File: src/include/hwce_config.svh
// Widths, counts and register map of the convolution engine config slave
// Byte addresses on the bus; bits [1:0] are ignored by the decoder
`ifndef HWCE_CONFIG_SVH
`define HWCE_CONFIG_SVH

// Peripheral bus widths
`define HWCE_ADDR_W 11
`define HWCE_DATA_W 32
`define HWCE_ID_W 16

// Control registers, word index
`define HWCE_REG_TRIGGER 0
`define HWCE_REG_STATUS 1
`define HWCE_REG_CLEAR 2

// Parameter block, word index of first entry and entry count
`define HWCE_PARAM_BASE 8
`define HWCE_N_PARAMS 21

// Offsets inside the parameter block
`define HWCE_P_YOUT 0
`define HWCE_P_YIN 3
`define HWCE_P_XIN 6
`define HWCE_P_XIN_BASE 9
`define HWCE_P_OG_BASE 10
`define HWCE_P_WEIGHT_BASE 18
`define HWCE_P_WEIGHT_SIZE 19
`define HWCE_P_JOB 20

// Output groups and streams
`define HWCE_N_OG_MAX 4
`define HWCE_N_YOUT 4
`define HWCE_N_YIN 4
`define HWCE_N_XIN 12
`define HWCE_N_STREAMS (`HWCE_N_YOUT + `HWCE_N_YIN + `HWCE_N_XIN)

// Address strides
`define HWCE_BANK_SIZE 4096
`define HWCE_WEIGHT_OG_STRIDE 112

`endif

File: src/verilog/hwce_pkg.sv
// Shared types of the config slave, sized from hwce_config.svh
// Job word layout is fixed to 32 bits
`include "hwce_config.svh"

package hwce_pkg;

  // Peripheral bus request, one beat per strobe
  typedef struct packed {
    logic                    req;
    // 1 = write, 0 = read
    logic                    data_type;
    logic [`HWCE_ADDR_W-1:0] add;
    logic [`HWCE_DATA_W-1:0] wdata;
    logic [`HWCE_ID_W-1:0]   id;
  } hwce_bus_req_t;

  // Read response, valid the cycle after the request
  typedef struct packed {
    logic [`HWCE_DATA_W-1:0] r_rdata;
    logic [`HWCE_ID_W-1:0]   r_id;
  } hwce_bus_rsp_t;

  // Address generator setup of one memory stream
  typedef struct packed {
    logic [31:0] base_addr;
    logic [31:0] trans_size;
    logic [15:0] line_stride;
    logic [15:0] line_length;
    logic [15:0] feat_stride;
    logic [15:0] feat_length;
  } hwce_stream_cfg_t;

  // Field view of the job word, MSB first
  typedef struct packed {
    logic [8:0]  reserved;
    // Output groups minus one
    logic [1:0]  n_og_m1;
    logic [2:0]  zero_pad;
    logic [1:0]  pool_hw;
    logic        unsigned_mul;
    logic        sum_const;
    logic        rectify;
    // 1 = max pooling, 0 = average
    logic        pool_max;
    logic [11:0] linebuf_length;
  } hwce_job_fields_t;

  // Same word, raw for storage and readback, fields for decode
  typedef union packed {
    logic [31:0]      raw;
    hwce_job_fields_t fields;
  } hwce_job_word_u;

  // Decoded job setup for the current output group
  typedef struct packed {
    logic [31:0] weight_addr;
    logic [15:0] weight_size;
    logic [15:0] weight_mask;
    logic [15:0] linebuf_length;
    logic [15:0] half_width;
    logic [2:0]  zero_pad;
    logic [1:0]  pool_hw;
    logic        pool_max;
    logic        rectify;
    logic        sum_const;
    logic        signed_mul;
  } hwce_job_cfg_t;

  // Whole parameter block, entry 0 at HWCE_PARAM_BASE
  typedef logic [`HWCE_N_PARAMS-1:0][31:0] hwce_params_t;

endpackage

File: src/verilog/hwce_job_cfg.sv
// Job setup decode, purely combinational
// Half width assumes an odd weight size of at least 1
`include "hwce_config.svh"

module hwce_job_cfg (
  input  hwce_pkg::hwce_params_t  params_i,
  input  logic [1:0]              og_i,
  output hwce_pkg::hwce_job_cfg_t job_cfg_o
);

  hwce_pkg::hwce_job_word_u job_word;
  logic [15:0]              weight_size;
  logic [15:0]              linebuf_length;

  assign job_word.raw = params_i[`HWCE_P_JOB];

  // Size high half, mask low half
  assign weight_size = params_i[`HWCE_P_WEIGHT_SIZE][31:16];

  // 12-bit field widened to the output width
  assign linebuf_length = {4'b0, job_word.fields.linebuf_length};

  always_comb begin
    // Weights of consecutive groups sit one stride apart
    job_cfg_o.weight_addr    = params_i[`HWCE_P_WEIGHT_BASE] +
                               32'(og_i) * 32'(`HWCE_WEIGHT_OG_STRIDE);
    job_cfg_o.weight_size    = weight_size;
    job_cfg_o.weight_mask    = params_i[`HWCE_P_WEIGHT_SIZE][15:0];
    job_cfg_o.linebuf_length = linebuf_length;
    // Line minus the filter half, border lost to a valid convolution
    job_cfg_o.half_width     = linebuf_length - ((weight_size - 16'd1) >> 1);
    job_cfg_o.zero_pad       = job_word.fields.zero_pad;
    job_cfg_o.pool_hw        = job_word.fields.pool_hw;
    job_cfg_o.pool_max       = job_word.fields.pool_max;
    job_cfg_o.rectify        = job_word.fields.rectify;
    job_cfg_o.sum_const      = job_word.fields.sum_const;
    // Engine takes signed as default
    job_cfg_o.signed_mul     = ~job_word.fields.unsigned_mul;
  end

endmodule

File: config.mk
export PLATFORM = sky130hd
export DESIGN_NAME = hwce_job_cfg
export DESIGN_NICKNAME = d
export VERILOG_FILES = /design/src/verilog/hwce_pkg.sv /design/src/verilog/hwce_job_cfg.sv
export VERILOG_INCLUDE_DIRS = /design/src /design/src/include
export SDC_FILE = /design/constraint.sdc
export NUM_CORES = 1
export LEC_CHECK = 0
export ABC_AREA = 1
export BUFFER_PORTS_ARGS = -buffer_cell sky130_fd_sc_hd__clkbuf_2
export CORE_AREA = 2 2 304 306
export DETAILED_ROUTE_END_ITERATION = 10
export DIE_AREA = 0 0 306 308
export SLEW_MARGIN = 20
export SYNTH_ARGS = -nofsm -noshare
export SYNTH_HDL_FRONTEND = slang
export SYNTH_SLANG_ARGS = --single-unit
File: constraint.sdc
create_clock -name vclk -period 2.9
set_input_delay 0.435 -clock vclk [all_inputs]
set_output_delay 0.435 -clock vclk [all_outputs]
set_load 0.02 [all_outputs]
==> run_results.csv <==
group,metric,value,unit
logic_synthesis,yosys.area.top_type,"buf_4",
grt,grt-ovfl-total,0,
pwr,p_per_area,174,nW/um^2
grt,grt_max_degree,8,
timing,fmax,0.345,GHz
flow_run,drv_cap,0,
floorplan,start_util,0.0255,
grt,grt_pass1_vias,2747,
logic_synthesis,yosysUniqueCellTypes,24,
floorplan,rows,111,
grt,antenna_found_initial,23,
timing,setup_viol,0,
timing,final_hold_viol_count,0,
placed_design,place_worst_setup_slack,-0.362,ns
placed_design,portBuffers,132,
worst_setup_path,path_class,"primary input to output pin",
timing,fin_ws,0.00128,ns
worst_setup_path,crit_path_max_fanout,4,
floorplan,die_w,306,um
floorplan,design.core.area,91000,um^2
timing,rsz0062_at_grt,"yes",
worst_setup_path,crit_required,2.47,ns
route,route.vias.total,2983,
route,drt_wl_total,18500,um
timing,period_needed,2.90,ns
worst_setup_path,start_kind,"primary input",
logic_synthesis,synth.top_cell.area_share,0.194,
logic_synthesis,synth.top_cells.by_area,"buf_4 (19%), nand2_1 (14%), ha_1 (11%), xor2_1 (11%), inv_1 (8.1%)",
layout,clock_buffers,0,
logic_synthesis,synthCells,392,
route,drtIter0Drc,105,
worst_setup_path,crit_arrival,2.46,ns
logic_synthesis,synth_area,2320,um^2
layout,layout-drive-gt1-share,0.536,
floorplan,die_h,308,um
outcome,outcome,"complete, no violations",
layout,seq_cell_count,0,
logic_synthesis,synth_seq_area_share,0,
grt,grt_pass1_wl,22600,um
floorplan,io_pins,779,
route,antenna_left,0,
timing,period_share,1.00,
hold_path,hp-class,"primary input to output pin",
layout,final_core_util,0.0561,
layout,seq_area,0,um^2
route,drc_errors,0,
timing,final.setup.tns,0,ns
worst_setup_path,end_kind,"output pin",
logic_synthesis,yosys_warnings,0,
pwr,power.leakage,2.00,nW
route,drtPass1Iterations,5,
layout,fillers,10700,
layout,area_delta_synth_final,120,%
pwr,vdd_drop_max,0.0000393,V
clock_tree,hold_buffers,0,
floorplan,dieArea,94200,um^2
placed_design,gp_congestion,0.825,
layout,nets,1234,
route,avgViaCountPerCell,1.73,
placed_design,hpwl,17200,um
timing,maxSlewViolCount,0,
grt,grtUsageTotal,0.0359,
logic_synthesis,syn_area_per_cell,5.91,um^2
route,wire_per_inst,10.7,um
[per-layer routing]
layer  wire length (um)  track usage  share of wire  up-vias
met5                148            0         0.0080        -
li1                   -            -              -     1466
met2               8050       0.0551           0.44      119
met1               6160       0.0338           0.33     1340
met4                 73     0.000916         0.0039       26
met3               4060       0.0402           0.22       32
[worst max-delay path, cell delays in order]
cell and delay [ns]:
buf_8 0.11, inv_6 0.05, ha_4 0.15, nand3_4 0.14
buf_6 0.15, xor2_1 0.13, ha_1 0.30, nand2_1 0.11
inv_1 0.07, nand2_1 0.06, nand2_1 0.05, nand2_1 0.07
nand2_2 0.06, nor2_4 0.14, inv_1 0.06, nand2_1 0.08
nand3_2 0.06, nand2_2 0.10, buf_8 0.12
[cell usage after synthesis (all sizes together)]
cell type and count:
o21bai 3, ha 21, nand3 26, nand4 13, buf 60, fa 2, nor2 50, nor3 8
nor3b 1, or2 1, xnor2 16, a21o 1, nand3b 1, xor2 30, inv 50, conb 1
o21ai 3, a21oi 13, nand2 92
[report_power, final]
part	total, mW	switching (mW)	internal, mW
clock network	0.000000139	0	0.000000139
registers	0	0	0
logic	0.890	0.530	0.360
total	0.890	0.530	0.360
[cell families after synthesis]
group           synth area share
compound gates            0.0475
xor+xnor                   0.174
fa+ha+maj                  0.131
buf+inv                    0.276
other cells              0.00162
simple gates               0.371
[area by class of cell]
| cell class | count | area, um^2 | share of cell area |
|---|---|---|---|
| Antenna cell | 3 | 7.51 | 0.00147 |
| Inverter | 50 | 200 | 0.0392 |
| Multi-Input combinational cell | 285 | 2080 | 0.409 |
| Tap cell | 1186 | 1480 | 0.291 |
| Timing Repair Buffer | 200 | 1330 | 0.260 |
[worst paths after layout]
| kind | start | to | slack (ns) | cells past startpoint |
|---|---|---|---|---|
| max | params_i[624] | job_cfg_o[22] | 0.001 | 19 |
| min | params_i[652] | job_cfg_o[3] | 0.87 | 0 |
[timing repair]
action / CTS / global route
pin swaps: 23 / 43
setup buffers: 4 / 5
resized for setup: 71 / 88
setup endpoints to repair: 12 / 28
[metrics by stage]
step	power (mW)	hold WS, ns	cells	cell area [um^2]
3_3_place_gp	0.751	0.870	1712	4480
3_5_place_dp	0.756	0.870	1712	4480
5_1_grt	0.968	0.870	1721	5090
2_1_floorplan	0.459	0.947	395	2330
4_1_cts	0.825	0.870	1716	4770
6_report	0.890	0.870	1724	5100
[placed cells by master (no fill, tap or decap), types with 6 or more instances in the layout]
cell,count
nor2_1,25
nand2_2,20
a21oi_2,7
ha_1,19
buf_4,64
buf_6,10
a21oi_1,6
nand2_1,66
nand3_1,18
nor2_2,9
xor2_1,30
clkbuf_2,115
inv_1,44
nand4_1,13
nor2_4,16
xnor2_1,13
No activity file was read; power rests on OpenSTA's default activity.
