[config.mk]
export PLATFORM = sky130hd
export DESIGN_NAME = hwce_ctrl_fsm
export DESIGN_NICKNAME = d
export VERILOG_FILES = /design/src/verilog/hwce_pkg.sv /design/src/verilog/hwce_ctrl_fsm.sv
export VERILOG_INCLUDE_DIRS = /design/src /design/src/include
export SDC_FILE = /design/constraint.sdc
export NUM_CORES = 1
export LEC_CHECK = 0
export BUFFER_PORTS_ARGS = -buffer_cell sky130_fd_sc_hd__buf_2
export CAP_MARGIN = 30
export CORE_AREA = 3 3 40 42
export CTS_CLUSTER_DIAMETER = 150
export CTS_CLUSTER_SIZE = 8
export DETAILED_ROUTE_END_ITERATION = 6
export DIE_AREA = 0 0 43 45
export SETUP_SLACK_MARGIN = 0.15
export SYNTH_ARGS = -nofsm -noshare
export SYNTH_HDL_FRONTEND = slang
export SYNTH_SLANG_ARGS = --single-unit
[constraint.sdc]
create_clock -name clk -period 2.44 [get_ports clk]
set_clock_uncertainty 0.1 [all_clocks]
set_input_delay 0.366 -clock clk [delete_from_list [all_inputs] [get_ports clk]]
set_output_delay 0.366 -clock clk [all_outputs]
set_load 0.005 [all_outputs]
[src/include/hwce_config.svh]
// Widths, counts and register map of the convolution engine config slave
// Byte addresses on the bus; bits [1:0] are ignored by the decoder
`ifndef HWCE_CONFIG_SVH
`define HWCE_CONFIG_SVH

// Peripheral bus widths
`define HWCE_ADDR_W 11
`define HWCE_DATA_W 32
`define HWCE_ID_W 16

// Control registers, word index
`define HWCE_REG_TRIGGER 0
`define HWCE_REG_STATUS 1
`define HWCE_REG_CLEAR 2

// Parameter block, word index of first entry and entry count
`define HWCE_PARAM_BASE 8
`define HWCE_N_PARAMS 21

// Offsets inside the parameter block
`define HWCE_P_YOUT 0
`define HWCE_P_YIN 3
`define HWCE_P_XIN 6
`define HWCE_P_XIN_BASE 9
`define HWCE_P_OG_BASE 10
`define HWCE_P_WEIGHT_BASE 18
`define HWCE_P_WEIGHT_SIZE 19
`define HWCE_P_JOB 20

// Output groups and streams
`define HWCE_N_OG_MAX 4
`define HWCE_N_YOUT 4
`define HWCE_N_YIN 4
`define HWCE_N_XIN 12
`define HWCE_N_STREAMS (`HWCE_N_YOUT + `HWCE_N_YIN + `HWCE_N_XIN)

// Address strides
`define HWCE_BANK_SIZE 4096
`define HWCE_WEIGHT_OG_STRIDE 112

`endif

[src/verilog/hwce_pkg.sv]
// Shared types of the config slave, sized from hwce_config.svh
// Job word layout is fixed to 32 bits
`include "hwce_config.svh"

package hwce_pkg;

  // Peripheral bus request, one beat per strobe
  typedef struct packed {
    logic                    req;
    // 1 = write, 0 = read
    logic                    data_type;
    logic [`HWCE_ADDR_W-1:0] add;
    logic [`HWCE_DATA_W-1:0] wdata;
    logic [`HWCE_ID_W-1:0]   id;
  } hwce_bus_req_t;

  // Read response, valid the cycle after the request
  typedef struct packed {
    logic [`HWCE_DATA_W-1:0] r_rdata;
    logic [`HWCE_ID_W-1:0]   r_id;
  } hwce_bus_rsp_t;

  // Address generator setup of one memory stream
  typedef struct packed {
    logic [31:0] base_addr;
    logic [31:0] trans_size;
    logic [15:0] line_stride;
    logic [15:0] line_length;
    logic [15:0] feat_stride;
    logic [15:0] feat_length;
  } hwce_stream_cfg_t;

  // Field view of the job word, MSB first
  typedef struct packed {
    logic [8:0]  reserved;
    // Output groups minus one
    logic [1:0]  n_og_m1;
    logic [2:0]  zero_pad;
    logic [1:0]  pool_hw;
    logic        unsigned_mul;
    logic        sum_const;
    logic        rectify;
    // 1 = max pooling, 0 = average
    logic        pool_max;
    logic [11:0] linebuf_length;
  } hwce_job_fields_t;

  // Same word, raw for storage and readback, fields for decode
  typedef union packed {
    logic [31:0]      raw;
    hwce_job_fields_t fields;
  } hwce_job_word_u;

  // Decoded job setup for the current output group
  typedef struct packed {
    logic [31:0] weight_addr;
    logic [15:0] weight_size;
    logic [15:0] weight_mask;
    logic [15:0] linebuf_length;
    logic [15:0] half_width;
    logic [2:0]  zero_pad;
    logic [1:0]  pool_hw;
    logic        pool_max;
    logic        rectify;
    logic        sum_const;
    logic        signed_mul;
  } hwce_job_cfg_t;

  // Whole parameter block, entry 0 at HWCE_PARAM_BASE
  typedef logic [`HWCE_N_PARAMS-1:0][31:0] hwce_params_t;

endpackage

[src/verilog/hwce_ctrl_fsm.sv]
// Runs the engine once per output group, 1 to 4 groups per job
// Engine must not pulse done while idle; clear does not stop the engine itself
module hwce_ctrl_fsm (
  input  logic                     clk,
  input  logic                     arst_n_i,
  input  logic                     trigger_i,
  input  logic                     clear_i,
  input  logic                     done_i,
  input  hwce_pkg::hwce_job_word_u job_word_i,
  output logic                     busy_o,
  output logic                     engine_start_o,
  output logic                     evt_interrupt_o,
  output logic [1:0]               og_o
);

  typedef enum logic {
    IDLE,
    RUN
  } state_e;

  state_e     state_q;
  state_e     state_d;
  logic [1:0] og_q;
  logic [1:0] og_d;
  logic       start_q;
  logic       start_d;
  logic       irq_q;
  logic       irq_d;
  logic       last_og;

  // Group count is fixed for the run, params are locked while busy
  assign last_og = (og_q == job_word_i.fields.n_og_m1);

  always_comb begin
    state_d = state_q;
    og_d    = og_q;
    start_d = 1'b0;
    irq_d   = 1'b0;
    if (clear_i) begin
      // Abort, no interrupt
      state_d = IDLE;
      og_d    = 2'd0;
    end else begin
      unique case (state_q)
        IDLE: begin
          // New job, first group
          if (trigger_i) begin
            state_d = RUN;
            og_d    = 2'd0;
            start_d = 1'b1;
          end
        end
        RUN: begin
          if (done_i) begin
            if (last_og) begin
              state_d = IDLE;
              og_d    = 2'd0;
              irq_d   = 1'b1;
            end else begin
              og_d    = og_q + 2'd1;
              start_d = 1'b1;
            end
          end
        end
        default: state_d = IDLE;
      endcase
    end
  end

  always_ff @(posedge clk or negedge arst_n_i) begin
    if (!arst_n_i) begin
      state_q <= IDLE;
      og_q    <= 2'd0;
      start_q <= 1'b0;
      irq_q   <= 1'b0;
    end else begin
      state_q <= state_d;
      og_q    <= og_d;
      start_q <= start_d;
      irq_q   <= irq_d;
    end
  end

  assign busy_o          = (state_q == RUN);
  assign engine_start_o  = start_q;
  assign evt_interrupt_o = irq_q;
  assign og_o            = og_q;

  // Engine only finishes a group that was started
  a_done_idle: assert property (@(posedge clk) disable iff (!arst_n_i)
    (state_q == IDLE) |-> !done_i);

  // Counter stays within the job's group count
  a_og_bound: assert property (@(posedge clk) disable iff (!arst_n_i)
    og_o <= job_word_i.fields.n_og_m1);

endmodule

==> reports/results.txt <==
Status -> complete, no violations
Max_cap viols -> 0
CTS tree -> done
Vias in the first global route -> 232
Final Cell Area -> 370 um^2
Routability congestion estimate -> 0.748
Async set or reset register ratio after synthesis -> 100%
Total grt overflow -> 0
VDD IR max -> 0.358 mV
Boundary Pins -> 42
Final std cells w/o fill -> 55
Worst Path Arrival -> 0.86 ns
Vias/cell -> 4.05
Fin nets -> 78
Yosys warnings -> 0
Buffers on Ports -> 11
Max stage delay on crit path -> 0.46 ns
Synth Net Count -> 61
Fillcell total -> 137
FMAX -> 753 MHz
Synthesized area per cell -> 10.8 um^2
Final worst setup slack -> 1.11 ns
Slew @ Worst Pin -> 0.254 ns
Post-CTS Resized -> 0
Die ar. -> 1940 um^2
Most used DFF post-synth -> dfrtp_1
DRC -> 0
Pre-CTS setup slack -> 1.16 ns
Cts hold-fix bufs -> 1
Detailed-route wire length per cell -> 9.51 um
CTS buffer count -> 3
Number of synthesized flops with an enable pin -> 0
Setup_tns -> 0 ns
Clk_lat worst skew -> 0.24 ns
Slew Limit Fails -> 0
CTS sink cnt -> 5
DRT antenna net count -> 0
Comb power frac -> 14.4%
Pwr Density -> 588 nW/um^2
First-pass GRT wire length -> 876 um
Cells after Synth -> 24
Chip Width -> 43 um
Tmin final -> 1.33 ns
Clock transition at the registers of the reported paths -> 0.04 ns
HPWL after detailed placement -> 390 um
Worst-path fanout max -> 6
NetSw -> 0.0000528 W
Min-Delay Path Class -> in2reg
H-tree depth reported by CTS -> 1
RSZ-0062 raised after global routing -> false
Layout cells sized above 1 -> 45.0%
Relative slew slack -> 83.0%
LEAKAGE -> 0.180 nW
Iter 0 DRT Violations -> 0
Post-CTS setup buffers -> 0
CTS max path bufs -> 2
Flop pwr share -> 41.9%
Critical Path Start Type -> flip-flop
Critical path, cell by cell -> buf_2
Final setup viols -> 0
Clock share of power -> 43.7%
CTS root buf -> clkbuf_4
Internal -> 0.000165 W
Total GRT Usage -> 6.54%
Row count -> 13
Initial Utilization -> 20.3%
Diode count -> 0
Kind of end point of the critical path -> output pin
Pin count of the biggest net entering global routing -> 8
Die Span Y -> 45 um
Placed inst area -> 334 um^2
Mapped Area -> 260 um^2
Initial antenna violation count -> 0
Worst path required time -> 1.97 ns
DRT Pass-1 Iters -> 1
Switching part of the total -> 24.2%
Setup CP Type -> reg2out
Synthesis-to-finish area growth -> 42.3%
Worst path slowest cell -> dfrtp_1
Sequential Area -> 125 um^2
Drt total wl -> 523 um
Unique masters post-synth -> 15
CP delay by family, top -> flip-flops
Post-Place Cells -> 50
Routed vias -> 223
Min Hold Slack -> 0.294 ns
Register area share after synthesis -> 48.1%
Final Hold Fails -> 0
WP buf/inv -> 1
Final worst-path cycle share -> 54.5%
Core area -> 1280 um^2
Post-synthesis register bit count -> 5
Multi-input gate area -> 131 um^2
==> metrics by stage <==
stage               power [W]  utilization, %
floorplan            0.000108               -
finish               0.000218            28.8
global route         0.000233            28.8
CTS                  0.000224            28.8
detailed placement   0.000123            26.0
global placement     0.000123            26.0
==> state kept, by name, indices dropped and copies added, names as in the netlist <==
| name | count |
|---|---|
| evt_interrupt_o | 1 |
| busy_o | 1 |
| og_o | 2 |
| engine_start_o | 1 |
==> cell families after synthesis <==
logic type | share of synthesized area [%]
xor+xnor | 6.73
compound gates | 19.2
simple gates | 24.5
flops | 48.1
buf+inv | 1.44
==> layout by cell type (no fill, tap or decap), types with 2 or more instances in the layout <==
master / count
clkbuf_4: 3
xnor2_1: 2
nand2_1: 2
dfrtp_1: 5
nor2_1: 3
nor3_1: 2
buf_2: 11
==> routing by layer <==
| metal | share of wire [%] | GRT usage, % | vias up | routed length (um) |
|---|---|---|---|---|
| li1 | - | - | 115 | - |
| met1 | 44 | 6.88 | 98 | 229 |
| met2 | 41 | 9.28 | 10 | 215 |
| met3 | 15 | 7.57 | 0 | 78 |
| met4 | 0 | 0 | 0 | 0 |
| met5 | 0 | 0 | - | 0 |
==> synth_stat cells, types with 2 or more instances <==
cell type,count,share of area [%]
nand2_1,2,2.9
xnor2_1,2,6.7
dfrtp_1,5,48
nor2_1,3,4.3
nor3_1,2,3.8
==> power groups by stage <==
stage	clock network, W	registers, W	logic, W
3_3_place_gp	0	0.0000925	0.0000305
4_1_cts	0.000101	0.0000914	0.0000318
2_1_floorplan	0	0.0000925	0.0000155
3_5_place_dp	0	0.0000926	0.0000304
5_1_grt	0.000106	0.0000920	0.0000351
6_report	0.0000952	0.0000913	0.0000314
==> path summary, 6_finish.rpt <==
kind,startpoint,end,slack [ns],cells after the start
min in group asynchronous,arst_n_i,og_o[1],0.37,2
worst min-delay path,clear_i,engine_start_o,0.29,2
worst min register to register,og_o[1],og_o[1],0.52,1
worst max register to register,og_o[1],og_o[1],1.19,3
worst max-delay path,og_o[0],og_o[0],1.11,1
max in group asynchronous,arst_n_i,busy_o,1.73,2
==> layout make-up <==
class,count,area share [%]
Multi-Input combinational cell,18,35.5
Sequential cell,5,33.8
Timing Repair Buffer,12,17.6
Clock buffer,4,7.09
Tap cell,15,5.07
Inverter,1,1.01
Note: power is estimated with default switching activity, not from simulation.
