### config.mk
export PLATFORM = sky130hd
export DESIGN_NAME = hwce_cfg_regfile
export DESIGN_NICKNAME = d
export VERILOG_FILES = /design/src/verilog/hwce_pkg.sv /design/src/verilog/hwce_cfg_regfile.sv
export VERILOG_INCLUDE_DIRS = /design/src /design/src/include
export SDC_FILE = /design/constraint.sdc
export NUM_CORES = 1
export LEC_CHECK = 0
export BUFFER_PORTS_ARGS = -buffer_cell sky130_fd_sc_hd__buf_2
export CAP_MARGIN = 20
export CORE_AREA = 2 2 311 313
export DETAILED_ROUTE_END_ITERATION = 8
export DIE_AREA = 0 0 313 315
export PLACE_DENSITY_LB_ADDON = 0.12
export SETUP_SLACK_MARGIN = 0.2
export SYNTH_ARGS = -nofsm -noshare
export SYNTH_HDL_FRONTEND = slang
export SYNTH_SLANG_ARGS = --single-unit
### constraint.sdc
create_clock -name clk -period 4.1 [get_ports clk]
set_clock_uncertainty 0.05 [all_clocks]
set_input_delay 0.615 -clock clk [delete_from_list [all_inputs] [get_ports clk]]
set_output_delay 0.615 -clock clk [all_outputs]
set_load 0.005 [all_outputs]
### src/include/hwce_config.svh
// Widths, counts and register map of the convolution engine config slave
// Byte addresses on the bus; bits [1:0] are ignored by the decoder
`ifndef HWCE_CONFIG_SVH
`define HWCE_CONFIG_SVH

// Peripheral bus widths
`define HWCE_ADDR_W 11
`define HWCE_DATA_W 32
`define HWCE_ID_W 16

// Control registers, word index
`define HWCE_REG_TRIGGER 0
`define HWCE_REG_STATUS 1
`define HWCE_REG_CLEAR 2

// Parameter block, word index of first entry and entry count
`define HWCE_PARAM_BASE 8
`define HWCE_N_PARAMS 21

// Offsets inside the parameter block
`define HWCE_P_YOUT 0
`define HWCE_P_YIN 3
`define HWCE_P_XIN 6
`define HWCE_P_XIN_BASE 9
`define HWCE_P_OG_BASE 10
`define HWCE_P_WEIGHT_BASE 18
`define HWCE_P_WEIGHT_SIZE 19
`define HWCE_P_JOB 20

// Output groups and streams
`define HWCE_N_OG_MAX 4
`define HWCE_N_YOUT 4
`define HWCE_N_YIN 4
`define HWCE_N_XIN 12
`define HWCE_N_STREAMS (`HWCE_N_YOUT + `HWCE_N_YIN + `HWCE_N_XIN)

// Address strides
`define HWCE_BANK_SIZE 4096
`define HWCE_WEIGHT_OG_STRIDE 112

`endif

### src/verilog/hwce_pkg.sv
// Shared types of the config slave, sized from hwce_config.svh
// Job word layout is fixed to 32 bits
`include "hwce_config.svh"

package hwce_pkg;

  // Peripheral bus request, one beat per strobe
  typedef struct packed {
    logic                    req;
    // 1 = write, 0 = read
    logic                    data_type;
    logic [`HWCE_ADDR_W-1:0] add;
    logic [`HWCE_DATA_W-1:0] wdata;
    logic [`HWCE_ID_W-1:0]   id;
  } hwce_bus_req_t;

  // Read response, valid the cycle after the request
  typedef struct packed {
    logic [`HWCE_DATA_W-1:0] r_rdata;
    logic [`HWCE_ID_W-1:0]   r_id;
  } hwce_bus_rsp_t;

  // Address generator setup of one memory stream
  typedef struct packed {
    logic [31:0] base_addr;
    logic [31:0] trans_size;
    logic [15:0] line_stride;
    logic [15:0] line_length;
    logic [15:0] feat_stride;
    logic [15:0] feat_length;
  } hwce_stream_cfg_t;

  // Field view of the job word, MSB first
  typedef struct packed {
    logic [8:0]  reserved;
    // Output groups minus one
    logic [1:0]  n_og_m1;
    logic [2:0]  zero_pad;
    logic [1:0]  pool_hw;
    logic        unsigned_mul;
    logic        sum_const;
    logic        rectify;
    // 1 = max pooling, 0 = average
    logic        pool_max;
    logic [11:0] linebuf_length;
  } hwce_job_fields_t;

  // Same word, raw for storage and readback, fields for decode
  typedef union packed {
    logic [31:0]      raw;
    hwce_job_fields_t fields;
  } hwce_job_word_u;

  // Decoded job setup for the current output group
  typedef struct packed {
    logic [31:0] weight_addr;
    logic [15:0] weight_size;
    logic [15:0] weight_mask;
    logic [15:0] linebuf_length;
    logic [15:0] half_width;
    logic [2:0]  zero_pad;
    logic [1:0]  pool_hw;
    logic        pool_max;
    logic        rectify;
    logic        sum_const;
    logic        signed_mul;
  } hwce_job_cfg_t;

  // Whole parameter block, entry 0 at HWCE_PARAM_BASE
  typedef logic [`HWCE_N_PARAMS-1:0][31:0] hwce_params_t;

endpackage

### src/verilog/hwce_cfg_regfile.sv
// Single context register file, no byte enables, writes are full words
// Parameter writes are dropped while a job runs
`include "hwce_config.svh"

module hwce_cfg_regfile (
  input  logic                   clk,
  input  logic                   arst_n_i,
  input  hwce_pkg::hwce_bus_req_t bus_req_i,
  input  logic                   busy_i,
  input  logic [1:0]             og_i,
  output hwce_pkg::hwce_bus_rsp_t bus_rsp_o,
  output hwce_pkg::hwce_params_t  params_o,
  output logic                   trigger_o,
  output logic                   clear_o
);

  localparam int unsigned WIDX_W = `HWCE_ADDR_W - 2;
  localparam int unsigned PIDX_W = $clog2(`HWCE_N_PARAMS);

  logic [WIDX_W-1:0]       word_idx;
  logic [PIDX_W-1:0]       param_idx;
  logic                    is_param;
  logic                    wr_req;
  logic                    rd_req;
  logic [`HWCE_DATA_W-1:0] rdata_d;
  hwce_pkg::hwce_params_t  params_q;
  logic                    trigger_q;
  logic                    clear_q;
  hwce_pkg::hwce_bus_rsp_t rsp_q;

  // Word index, byte lanes dropped
  assign word_idx = bus_req_i.add[`HWCE_ADDR_W-1:2];
  assign param_idx = PIDX_W'(word_idx - WIDX_W'(`HWCE_PARAM_BASE));
  assign is_param = (word_idx >= WIDX_W'(`HWCE_PARAM_BASE)) &&
                    (word_idx < WIDX_W'(`HWCE_PARAM_BASE + `HWCE_N_PARAMS));

  assign wr_req = bus_req_i.req & bus_req_i.data_type;
  assign rd_req = bus_req_i.req & ~bus_req_i.data_type;

  // Parameter storage
  always_ff @(posedge clk or negedge arst_n_i) begin
    if (!arst_n_i) begin
      params_q <= '0;
    end else if (wr_req && is_param && !busy_i) begin
      // Locked while busy so decoded outputs stay stable for the job
      params_q[param_idx] <= bus_req_i.wdata;
    end
  end

  // Trigger and clear strobes, one cycle after the write
  always_ff @(posedge clk or negedge arst_n_i) begin
    if (!arst_n_i) begin
      trigger_q <= 1'b0;
      clear_q   <= 1'b0;
    end else begin
      trigger_q <= wr_req && (word_idx == WIDX_W'(`HWCE_REG_TRIGGER));
      clear_q   <= wr_req && (word_idx == WIDX_W'(`HWCE_REG_CLEAR));
    end
  end

  // Read mux
  always_comb begin
    rdata_d = '0;
    if (word_idx == WIDX_W'(`HWCE_REG_STATUS)) begin
      // Busy at bit 0, group at [3:2]
      rdata_d = {28'b0, og_i, 1'b0, busy_i};
    end else if (is_param) begin
      rdata_d = params_q[param_idx];
    end
  end

  // Registered response, held until the next read
  always_ff @(posedge clk or negedge arst_n_i) begin
    if (!arst_n_i) begin
      rsp_q <= '0;
    end else if (rd_req) begin
      rsp_q.r_rdata <= rdata_d;
      rsp_q.r_id    <= bus_req_i.id;
    end
  end

  assign bus_rsp_o = rsp_q;
  assign params_o  = params_q;
  assign trigger_o = trigger_q;
  assign clear_o   = clear_q;

  // Response carries the ID of the read one cycle back
  a_rsp_id: assert property (@(posedge clk) disable iff (!arst_n_i)
    rd_req |=> (bus_rsp_o.r_id == $past(bus_req_i.id)));

endmodule

==> results of run 1 <==
## report_power, final
group / total (W) / internal (W) / switching, W
combinational: 0.000962 / 0.000288 / 0.000674
sequential: 0.00724 / 0.00719 / 0.0000452
clock: 0.00788 / 0.00474 / 0.00313
## kinds of logic after synthesis
group,after synthesis,synth area share (%)
AO/OA/AOI/OAI,173,3.92
flip-flops,722,55.7
adder cells (fa/ha/maj),4,0.154
buffers and inverters,212,2.54
multiplexers,904,34.6
AND/OR/NAND/NOR,211,3.07
## how the worst min path moves through the flow
stage	cells past startpoint	end
final	3	bus_rsp_o[2]
after global routing	3	bus_rsp_o[8]
after CTS	3	bus_rsp_o[15]
after detailed placement	1	bus_rsp_o[40]
after global placement	2	bus_rsp_o[3]
after floorplan	0	bus_rsp_o[0]
## repair_timing
| item | CTS | global route |
|---|---|---|
| setup buffers | 0 | 0 |
| hold buffers | 1 | 0 |
| resized for setup | 0 | 0 |
| hold endpoints to repair | 15 | 0 |
## worst reg2reg max path, stage by stage (launching register included)
cell,delay (ns)
dfrtp_1,0.39
mux2i_1,0.14
nor2_1,0.05
a2111oi_0,0.87
a2111oi_0,0.18
a21o_1,0.20
## flip-flops by register name, indices dropped and copies added (netlist names)
register and count:
bus_rsp_o 48, clear_o 1, params_o 672, trigger_o 1
## synthesized netlist by cell type (all sizes together), types with 14 or more instances
| cell | number | share of area [%] |
|---|---|---|
| dfrtp | 722 | 56 |
| mux2 | 693 | 24 |
| clkbuf | 125 | 1.4 |
| mux2i | 106 | 3.3 |
| mux4 | 105 | 7.3 |
| buf | 84 | 1.1 |
| nand2 | 83 | 0.96 |
| nor2 | 60 | 0.69 |
| a2111oi | 46 | 1.2 |
| a21o | 28 | 0.65 |
| o22ai | 28 | 0.54 |
| a21oi | 25 | 0.39 |
| nand3 | 14 | 0.22 |
## per-layer routing
layer  global-route usage [%]  wire [µm]  up-vias
met2                     46.5      68400      904
met4                     8.47       4420        2
met5                        0         13        -
met3                     7.08       9400      200
li1                         -          -     9764
met1                     33.9      55100    12700
## metrics by stage
step | util [%] | hold slack (ns)
finish | 43.1 | 0.0942
floorplan | - | 0.269
global route | 43.0 | 0.0793
CTS | 43.0 | 0.0574
detailed placement | 40.0 | 0.410
global placement | 40.0 | 0.409
## cell type report
cell class / count / area, µm²
Fill cell: 8932 / 54500
Sequential cell: 722 / 18100
Multi-Input combinational cell: 1292 / 13700
Timing Repair Buffer: 864 / 4920
Clock buffer: 126 / 2550
Tap cell: 1276 / 1600
Clock inverter: 27 / 340
Antenna cell: 9 / 22.5
Inverter: 3 / 11.3
==> reports/metrics.csv, run 1 <==
metric;value;unit
worst slew pin tran;0.975;ns
Worst EP required;4.64;ns
CTS tree;built;
CTS root buffer;clkbuf_16;
die height;315;µm
FFs w/ async S/R, synth;100;%
Ports;788;
RePlAce Congestion;0.868;
Synth Register Bits;722;
Inserted Clock Buffers;85;
crit-path max cell delay;0.95;ns
RSZ-0062 raised after global routing;false;
Pleak;22.7;nW
commonest non-fill, non-tap cells in the layout;781 x buf_2, 722 x dfrtp_1, 692 x mux2_2;
worst setup path startpoint;bus_req_i[53];
pin count of the biggest net entering global routing;94;
crit path capture type;flip-flop;
CP max-delay cell;or4_2;
initial antenna violation count;3;
number of core rows;114;
fin crit share;76.6;%
first-pass GRT wire length;192000;µm
Register-to-Register Path Depth;5;
ys flop type;dfrtp_1;
GR Util All Layers;27.3;%
count of different cell masters after synthesis;49;
Max Cap Violations;0;
EDFF count, synth;0;
Slew Viols, Final;0;
DR iter-0 viols;1301;
CORE AREA;95700;µm²
R2R Path End;bus_rsp_o[28];
Fmax achieved;318;MHz
share of cells above drive strength 1;60.3;%
detailed placement HPWL;96700;µm
Startpoint Class;primary input;
Clk pin slew, worst setup/hold paths;0.06;ns
Die ar.;98600;µm²
dpl ws;0.302;ns
Setup violations, final;0;
maximum VDD drop;0.359;mV
setup TNS;0;ns
aggregate routed wire length;137000;µm
critical path class;primary input to flip-flop;
Mapped Cells;2226;
DRT Pass-1 Iters;5;
synth warn;0;
crit path to;bus_rsp_o[47];
htree depth;3;
Slew headroom;33.3;%
CP top delay family;simple AND/OR/NAND/NOR gates;
Vias;23500;
Hold Path Class;primary input to flip-flop;
Die W;313;µm
fin crit period;3.14;ns
Final WS setup;0.958;ns
Syn Area/Cell;14.6;µm²
Via density;5.45;
Mapped Area;32400;µm²
DRC Markers;0;
worst r2r src;params_o[556];
Critical Path, Cell by Cell;buf_2 > or3b_2 > o32a_1 > or4_2 > buf_12 > a2111oi_0 > a21o_1;
CTS Buffer Depth;3;
vias in the first global route;24100;
Clk Latency, worst-skew pair;0.67;ns
Seq/Total Area, Yosys;55.7;%
Synth Net Count;2296;
post-route cell area;41200;µm²
Final Non-Filler Cells;4319;
Fin. Hold Viols;0;
nets;3038;
crit-path max FO;19;
Area growth syn-to-layout;27.0;%
global route overflow;0;
WP depth;7;
HP Start;bus_req_i[2];
register-to-register setup slack;2.11;ns
I/O Buffers;785;
most common cell after layout, fill and taps aside;buf_2;
power consumption;0.0161;W
outcome;finished clean;
Pwr Density;390;nW/µm²
Sink Count;722;
placed cell area;38300;µm²
routed len/inst;31.8;µm
Post-DRT Antenna Nets;0;
crit path buf inv count;2;
DP Cell Count;4156;
WP data arrival;3.68;ns
initial core utilization;33.9;%
Note: power is estimated with default switching activity, not from simulation.
==> run 2, diff against run 1 <==
Settings changed: CORE_AREA 2 2 311 313 to 2 2 305 307, DIE_AREA 0 0 313 315 to 0 0 307 309.
Clock period 4.1 ns to 3 ns, I/O delays scaled along.
==> run 2 against run 1 <==
Effect of this change: routed wire length decreased by 1.6%; largest power group unchanged; non-clock buffer count increased by 60; via count grew 0.33%; die area is 3.8% lower; hold slack got worse by 0.052 ns; setup slack lost 0.40 ns; clock power grew 29%; total power up 33%; sequential cell count unchanged.
==> reports/metrics.csv, run 2 (synthesized netlist as in run 1, its figures left out) <==
metric;value;unit;change
outcome;finished clean;;unchanged
Register-to-Register Path Depth;6;;was 5
htree depth;3;;unchanged
Slew headroom;25.0;%;was 33.3%
fin crit share;81.4;%;
most common cell after layout, fill and taps aside;buf_2;;unchanged
Via density;5.53;;was 5.45
CTS Buffer Depth;3;;unchanged
Clk Latency, worst-skew pair;0.66;ns;was 0.67 ns
Startpoint Class;primary input;;unchanged
detailed placement HPWL;95500;µm;was 96,700 µm
CTS resizes;0;;unchanged
Post-DRT Antenna Nets;0;;unchanged
DRT Pass-1 Iters;5;;unchanged
area used by multi-input combinational logic;13700;µm²;about the same
Setup violations, final;0;;unchanged
RePlAce Congestion;0.858;;was 0.868
initial core utilization;35.5;%;was 33.9%
Fin Hold WS;0.0418;ns;was 0.0942 ns
Pwr Density;516;nW/µm²;was 390 nW/µm²
maximum VDD drop;0.459;mV;was 0.359 mV
Final Non-Filler Cells;4274;;was 4,319
Final WS setup;0.557;ns;was 0.958 ns
GR Util met3;7.12;%;was 7.08%
CORE AREA;91400;µm²;was 95,700 µm²
crit path capture type;flip-flop;;unchanged
worst slew pin tran;1.10;ns;was 0.975 ns
pin count of the biggest net entering global routing;74;;was 94
Area growth syn-to-layout;28.3;%;was 27.0%
worst setup path startpoint;bus_req_i[51];;was bus_req_i[53]
Inserted Clock Buffers;84;;was 85
GR peak layer;met2;;unchanged
aggregate routed wire length;135000;µm;was 137,000 µm
dpl ws;-0.0995;ns;was 0.302 ns
nets;3097;;was 3,038
Vias;23600;;was 23,500
register area;18100;µm²;unchanged
initial antenna violation count;11;;was 3
Fmax achieved;409;MHz;
Sink Count;722;;unchanged
commonest non-fill, non-tap cells in the layout;781 x buf_2, 722 x dfrtp_1, 692 x mux2_2;;unchanged
DP Cell Count;4110;;was 4,156
Max Cap Violations;0;;unchanged
DR iter-0 viols;1350;;was 1,301
I/O Buffers;785;;unchanged
Die W;307;µm;was 313 µm
hold depth;3;;unchanged
crit-path max FO;29;;was 19
GR Util All Layers;28.0;%;was 27.3%
Clk pin slew, worst setup/hold paths;0.06;ns;about the same
first-pass GRT wire length;190000;µm;was 192,000 µm
CTS tree;built;;unchanged
CTS root buffer;clkbuf_16;;unchanged
global route overflow;0;;unchanged
WP data arrival;2.99;ns;was 3.68 ns
Worst EP required;3.54;ns;was 4.64 ns
HP Start;bus_req_i[2];;unchanged
routed len/inst;31.6;µm;was 31.8 µm
max reg flops;672;;unchanged
critical path class;primary input to flip-flop;;unchanged
Hold Path Class;primary input to flip-flop;;unchanged
fin crit period;2.44;ns;
DRC Markers;0;;unchanged
RSZ-0062 raised after global routing;false;;unchanged
Pleak;22.9;nW;was 22.7 nW
Die ar.;94900;µm²;was 98,600 µm²
GR Util met1;33.6;%;was 33.9%
Fin. Hold Viols;0;;unchanged
number of core rows;111;;was 114
routing usage on met2;48.4;%;was 46.5%
worst r2r src;params_o[632];;was params_o[556]
power consumption;0.0214;W;was 0.0161 W
Ports;788;;unchanged
share of cells above drive strength 1;60.2;%;was 60.3%
die height;309;µm;was 315 µm
# fillers;8475;;was 8,932
vias in the first global route;24900;;was 24,100
Slew Viols, Final;0;;unchanged
## run 2: cell count changes in the layout (fill, tap and decap cells not counted), sizes merged
cell	before	now
inv	7	8
bufinv	7	4
buf	863	907
clkinv	16	6
clkbuf	126	130
dlygate4sd3	1	17
diode	9	2
## run 2: area by class of cell
class	instances	share of cell area [%]
antenna	2	0.0120
clock buffer	130	6.00
clock inverter	15	0.502
inverter	3	0.0271
multi-input combinational	1292	32.9
sequential	722	43.4
tap	1186	3.57
timing repair buffer	924	13.6
## run 2: metal layers
| layer | part of all wire (%) | up-vias | wire length [µm] |
|---|---|---|---|
| met5 | 0.048 | - | 65 |
| met4 | 3.9 | 10 | 5270 |
| met3 | 6.5 | 208 | 8780 |
| met2 | 50 | 823 | 67900 |
| met1 | 39 | 12700 | 53200 |
| li1 | - | 9841 | - |
## run 2: what timing repair did
item	4_1_cts	5_1_grt
hold buffers	17	0
endpoints found under the hold margin	60	0
setup buffers	0	0
## run 2: final timing paths
kind / slack (ns) / endpoint
min: 0.04 / bus_rsp_o[2]
min reg2reg: 0.42 / bus_rsp_o[7]
max: 0.56 / bus_rsp_o[27]
min in group asynchronous: 0.25 / params_o[181]
max reg2reg: 0.82 / bus_rsp_o[40]
max in group asynchronous: 1.53 / params_o[427]
## run 2: worst max-delay path, stage by stage
cell       delay [ns]
buf_4            0.12
or3b_2           0.52
o32a_1           0.34
or4_2            0.69
buf_12           0.22
a2111oi_0        0.36
buf_4            0.18
a21o_1           0.07
## run 2: per-stage QoR
stage / TNS, ns / util [%] / instance area, µm²
after floorplan: 0 / - / 32400
after global placement: -4.43 / 42.4 / 38700
after detailed placement: -6.42 / 42.4 / 38700
after CTS: 0 / 45.5 / 41600
after global routing: 0 / 45.5 / 41600
final: 0 / 45.5 / 41600
## run 2: where the power goes
| part | internal (W) | switching [W] | leakage (nW) |
|---|---|---|---|
| registers | 0.00983 | 0.0000645 | 10.1 |
| clock network | 0.00605 | 0.00414 | 1.33 |
| logic | 0.000446 | 0.000921 | 11.6 |
==> run 3, diff against run 2 <==
Settings changed: ABC_AREA set to 1, CORE_AREA 2 2 305 307 to 2 2 311 313, DIE_AREA 0 0 307 309 to 0 0 313 315.
Clock period 3 ns to 2 ns, I/O delays scaled along.
==> run 3 against run 2 <==
Effect of this change: via count increased by 53%; sequential cell count unchanged; critical path type unchanged; largest power group unchanged; synthesized cell count increased by 100%; sequential power is 51% higher; hold slack worse by 0.026 ns; die area increased by 3.9%.
==> reports/metrics.csv, run 3 <==
metric;value;unit;change
outcome;finished clean;;unchanged
crit-path max FO;7;;was 29
most numerous cell in the Yosys netlist;nand2_1;;was dfrtp_1
pin count of the biggest net entering global routing;105;;was 74
area used by multi-input combinational logic;13300;µm²;was 13,700 µm²
htree depth;3;;unchanged
DR iter-0 viols;4109;;was 1,350
Max Cap Violations;0;;unchanged
crit path capture type;flip-flop;;unchanged
fin crit share;88.2;%;
register area;18100;µm²;unchanged
routed len/inst;26.2;µm;was 31.6 µm
Sink Count;722;;unchanged
CP max-delay cell;dlygate4sd3_1;;was or4_2
detailed placement HPWL;127000;µm;was 95,500 µm
critical path class;primary input to flip-flop;;unchanged
FFs w/ async S/R, synth;100;%;unchanged
Area growth syn-to-layout;33.3;%;was 28.3%
Setup violations, final;0;;unchanged
number of core rows;114;;was 111
Fin. Hold Viols;0;;unchanged
EDFF count, synth;0;;unchanged
initial antenna violation count;15;;was 11
maximum VDD drop;0.533;mV;was 0.459 mV
CTS tree;built;;unchanged
DRC Markers;0;;unchanged
Seq/Total Area, Yosys;52.5;%;was 55.7%
commonest non-fill, non-tap cells in the layout;1,536 x nand2_1, 782 x buf_2, 722 x dfrtp_1;;was 781 x buf_2, 722 x dfrtp_1, 692 x mux2_2
Yosys top cell area share;52.5;%;was 55.7%
Startpoint Class;primary input;;unchanged
Clock Power Share;46.9;%;was 47.5%
Synth Register Bits;722;;unchanged
Mapped Cells;4484;;was 2,226
I/O Buffers;785;;unchanged
largest cells by area after synthesis;dfrtp_1 52%, nand2_1 17%, nand3_1 6.7%;;was dfrtp_1 56%, mux2_2 24%, mux4_2 7.3%
max reg flops;672;;unchanged
synth warn;0;;unchanged
Slew headroom;44.9;%;was 25.0%
CTS root buffer;clkbuf_16;;unchanged
Die ar.;98600;µm²;was 94,900 µm²
post-route cell area;45900;µm²;was 41,600 µm²
Worst EP required;2.49;ns;was 3.54 ns
WP data arrival;2.25;ns;was 2.99 ns
Ports;788;;unchanged
Via density;5.37;;was 5.53
CTS Buffer Depth;3;;unchanged
RePlAce Congestion;0.903;;was 0.858
Pleak;24.9;nW;was 22.9 nW
Critical Path, Cell by Cell;dlygate4sd3_1 > buf_4 > nor2_4 > buf_6 > nand2_8 > buf_12 > buf_12 > nor3_4 > buf_6 > clkbuf_16 > o21ai_0;;was buf_4 > or3b_2 > o32a_1 > or4_2 > buf_12 > a2111oi_0 > buf_4 > a21o_1
Vias;36200;;was 23,600
first-pass GRT wire length;247000;µm;was 190,000 µm
ys flop type;dfrtp_1;;unchanged
Slew Viols, Final;0;;unchanged
Logic pwr share;9.6;%;was 6.4%
die height;315;µm;was 309 µm
vias in the first global route;34100;;was 24,900
most common cell after layout, fill and taps aside;nand2_1;;was buf_2
crit-path max cell delay;0.54;ns;was 0.69 ns
Die W;313;µm;was 307 µm
post-layout util;48.0;%;was 45.5%
Clk pin slew, worst setup/hold paths;0.07;ns;was 0.06 ns
# fillers;9741;;was 8,475
Synth Net Count;4554;;was 2,296
placed cell area;42500;µm²;was 38,700 µm²
worst slew pin tran;0.827;ns;was 1.10 ns
DRT Pass-1 Iters;6;;was 5
Post-DRT Antenna Nets;0;;unchanged
Fmax achieved;567;MHz;
share of cells above drive strength 1;24.5;%;was 60.2%
Clk Latency, worst-skew pair;0.69;ns;was 0.66 ns
Syn Area/Cell;7.68;µm²;was 14.6 µm²
aggregate routed wire length;177000;µm;was 135,000 µm
Cell Int Power;0.0252;W;was 0.0163 W
Mapped Area;34400;µm²;was 32,400 µm²
Hold Path Class;primary input to asynchronous set/reset pin;;was primary input to flip-flop
GR Util All Layers;34.6;%;was 28.0%
Register-to-Register Path Depth;9;;was 6
RSZ-0062 raised after global routing;false;;unchanged
fin crit period;1.76;ns;
initial core utilization;36.0;%;was 35.5%
Sw Ratio;26.6;%;was 23.9%
Net Sw Power;0.00913;W;was 0.00513 W
count of different cell masters after synthesis;28;;was 49
Inserted Clock Buffers;84;;unchanged
global route overflow;0;;unchanged
Pwr Density;748;nW/µm²;was 516 nW/µm²
Reg power frac;43.5;%;was 46.1%
Synth area leader;dfrtp_1;;unchanged
Commonest cells post-synth;1,544 x nand2_1, 722 x dfrtp_1, 460 x nand3_1, 426 x inv_1, 347 x o21ai_0;;was 722 x dfrtp_1, 692 x mux2_2, 125 x clkbuf_1, 106 x mux2i_1, 105 x mux4_2
nets;5462;;was 3,097
CORE AREA;95700;µm²;was 91,400 µm²
[run 3: final timing paths]
path / slack [ns] / from / endpoint
worst min-delay path: 0.02 / arst_n_i / params_o[444]
worst max-delay path: 0.24 / busy_i / params_o[3]
min in group clk: 0.04 / bus_req_i[24] / params_o[520]
max in group asynchronous: 0.96 / arst_n_i / bus_rsp_o[14]
worst max register to register: 0.30 / params_o[380] / bus_rsp_o[44]
worst min register to register: 0.42 / bus_rsp_o[11] / bus_rsp_o[11]
[run 3: final cells by class]
type	instances	area share [%]
Clock buffer	126	5.54
Tap cell	1276	3.48
Multi-Input combinational cell	2983	28.9
Timing Repair Buffer	1168	18.5
Clock inverter	25	0.624
Sequential cell	722	39.4
Inverter	433	3.55
Antenna cell	2	0.0109
[run 3: worst max-delay path, delay by kind of cell]
family / cells / cell delay, ns
AO/OA/AOI/OAI: 1 / 0.08
buffers and inverters: 7 / 1.50
AND/OR/NAND/NOR: 3 / 0.35
[run 3: timing repair]
item,4_1_cts,5_1_grt
gates resized for setup,0,22
hold endpoints to repair,554,0
hold buffers,27,0
endpoints found under the setup margin,0,576
setup buffers,0,7
[run 3: layer usage]
metal | part of all wire [%] | up-vias | global-route usage [%]
li1 | - | 16000 | -
met5 | 0.064 | - | 0
met2 | 46 | 1987 | 54.7
met3 | 9.9 | 363 | 8.75
met4 | 4.7 | 16 | 15.1
met1 | 39 | 17800 | 44.8
[run 3: kinds of logic after synthesis]
kind of cell,Yosys count,synth area share [%]
DFF,722,52.5
buffers and inverters,779,9.34
AOI/OAI and AO/OA,646,9.52
adders and majority gates,4,0.145
and+or+nand+nor,2333,28.5
[run 3: power groups by stage]
stage	logic (W)	registers [W]	clock network, W
after floorplan	0.00119	0.0152	0
after global placement	0.00323	0.0152	0
after detailed placement	0.00324	0.0152	0
after CTS	0.00329	0.0149	0.0162
after global routing	0.00354	0.0149	0.0168
final	0.00331	0.0149	0.0161
[run 3: per-stage QoR]
step                setup TNS [ns]  setup WS [ns]  hold WS (ns)  power [W]  std cells
CTS                              0          0.218      0.000158     0.0345       6719
detailed placement         -235.54         -0.415         0.123     0.0184       6541
global placement           -223.29         -0.386         0.124     0.0184       6541
finish                           0          0.236        0.0159     0.0343       6735
floorplan                    -1.63        -0.0124       -0.0456     0.0164       4484
global route                     0          0.183        0.0383     0.0353       6733
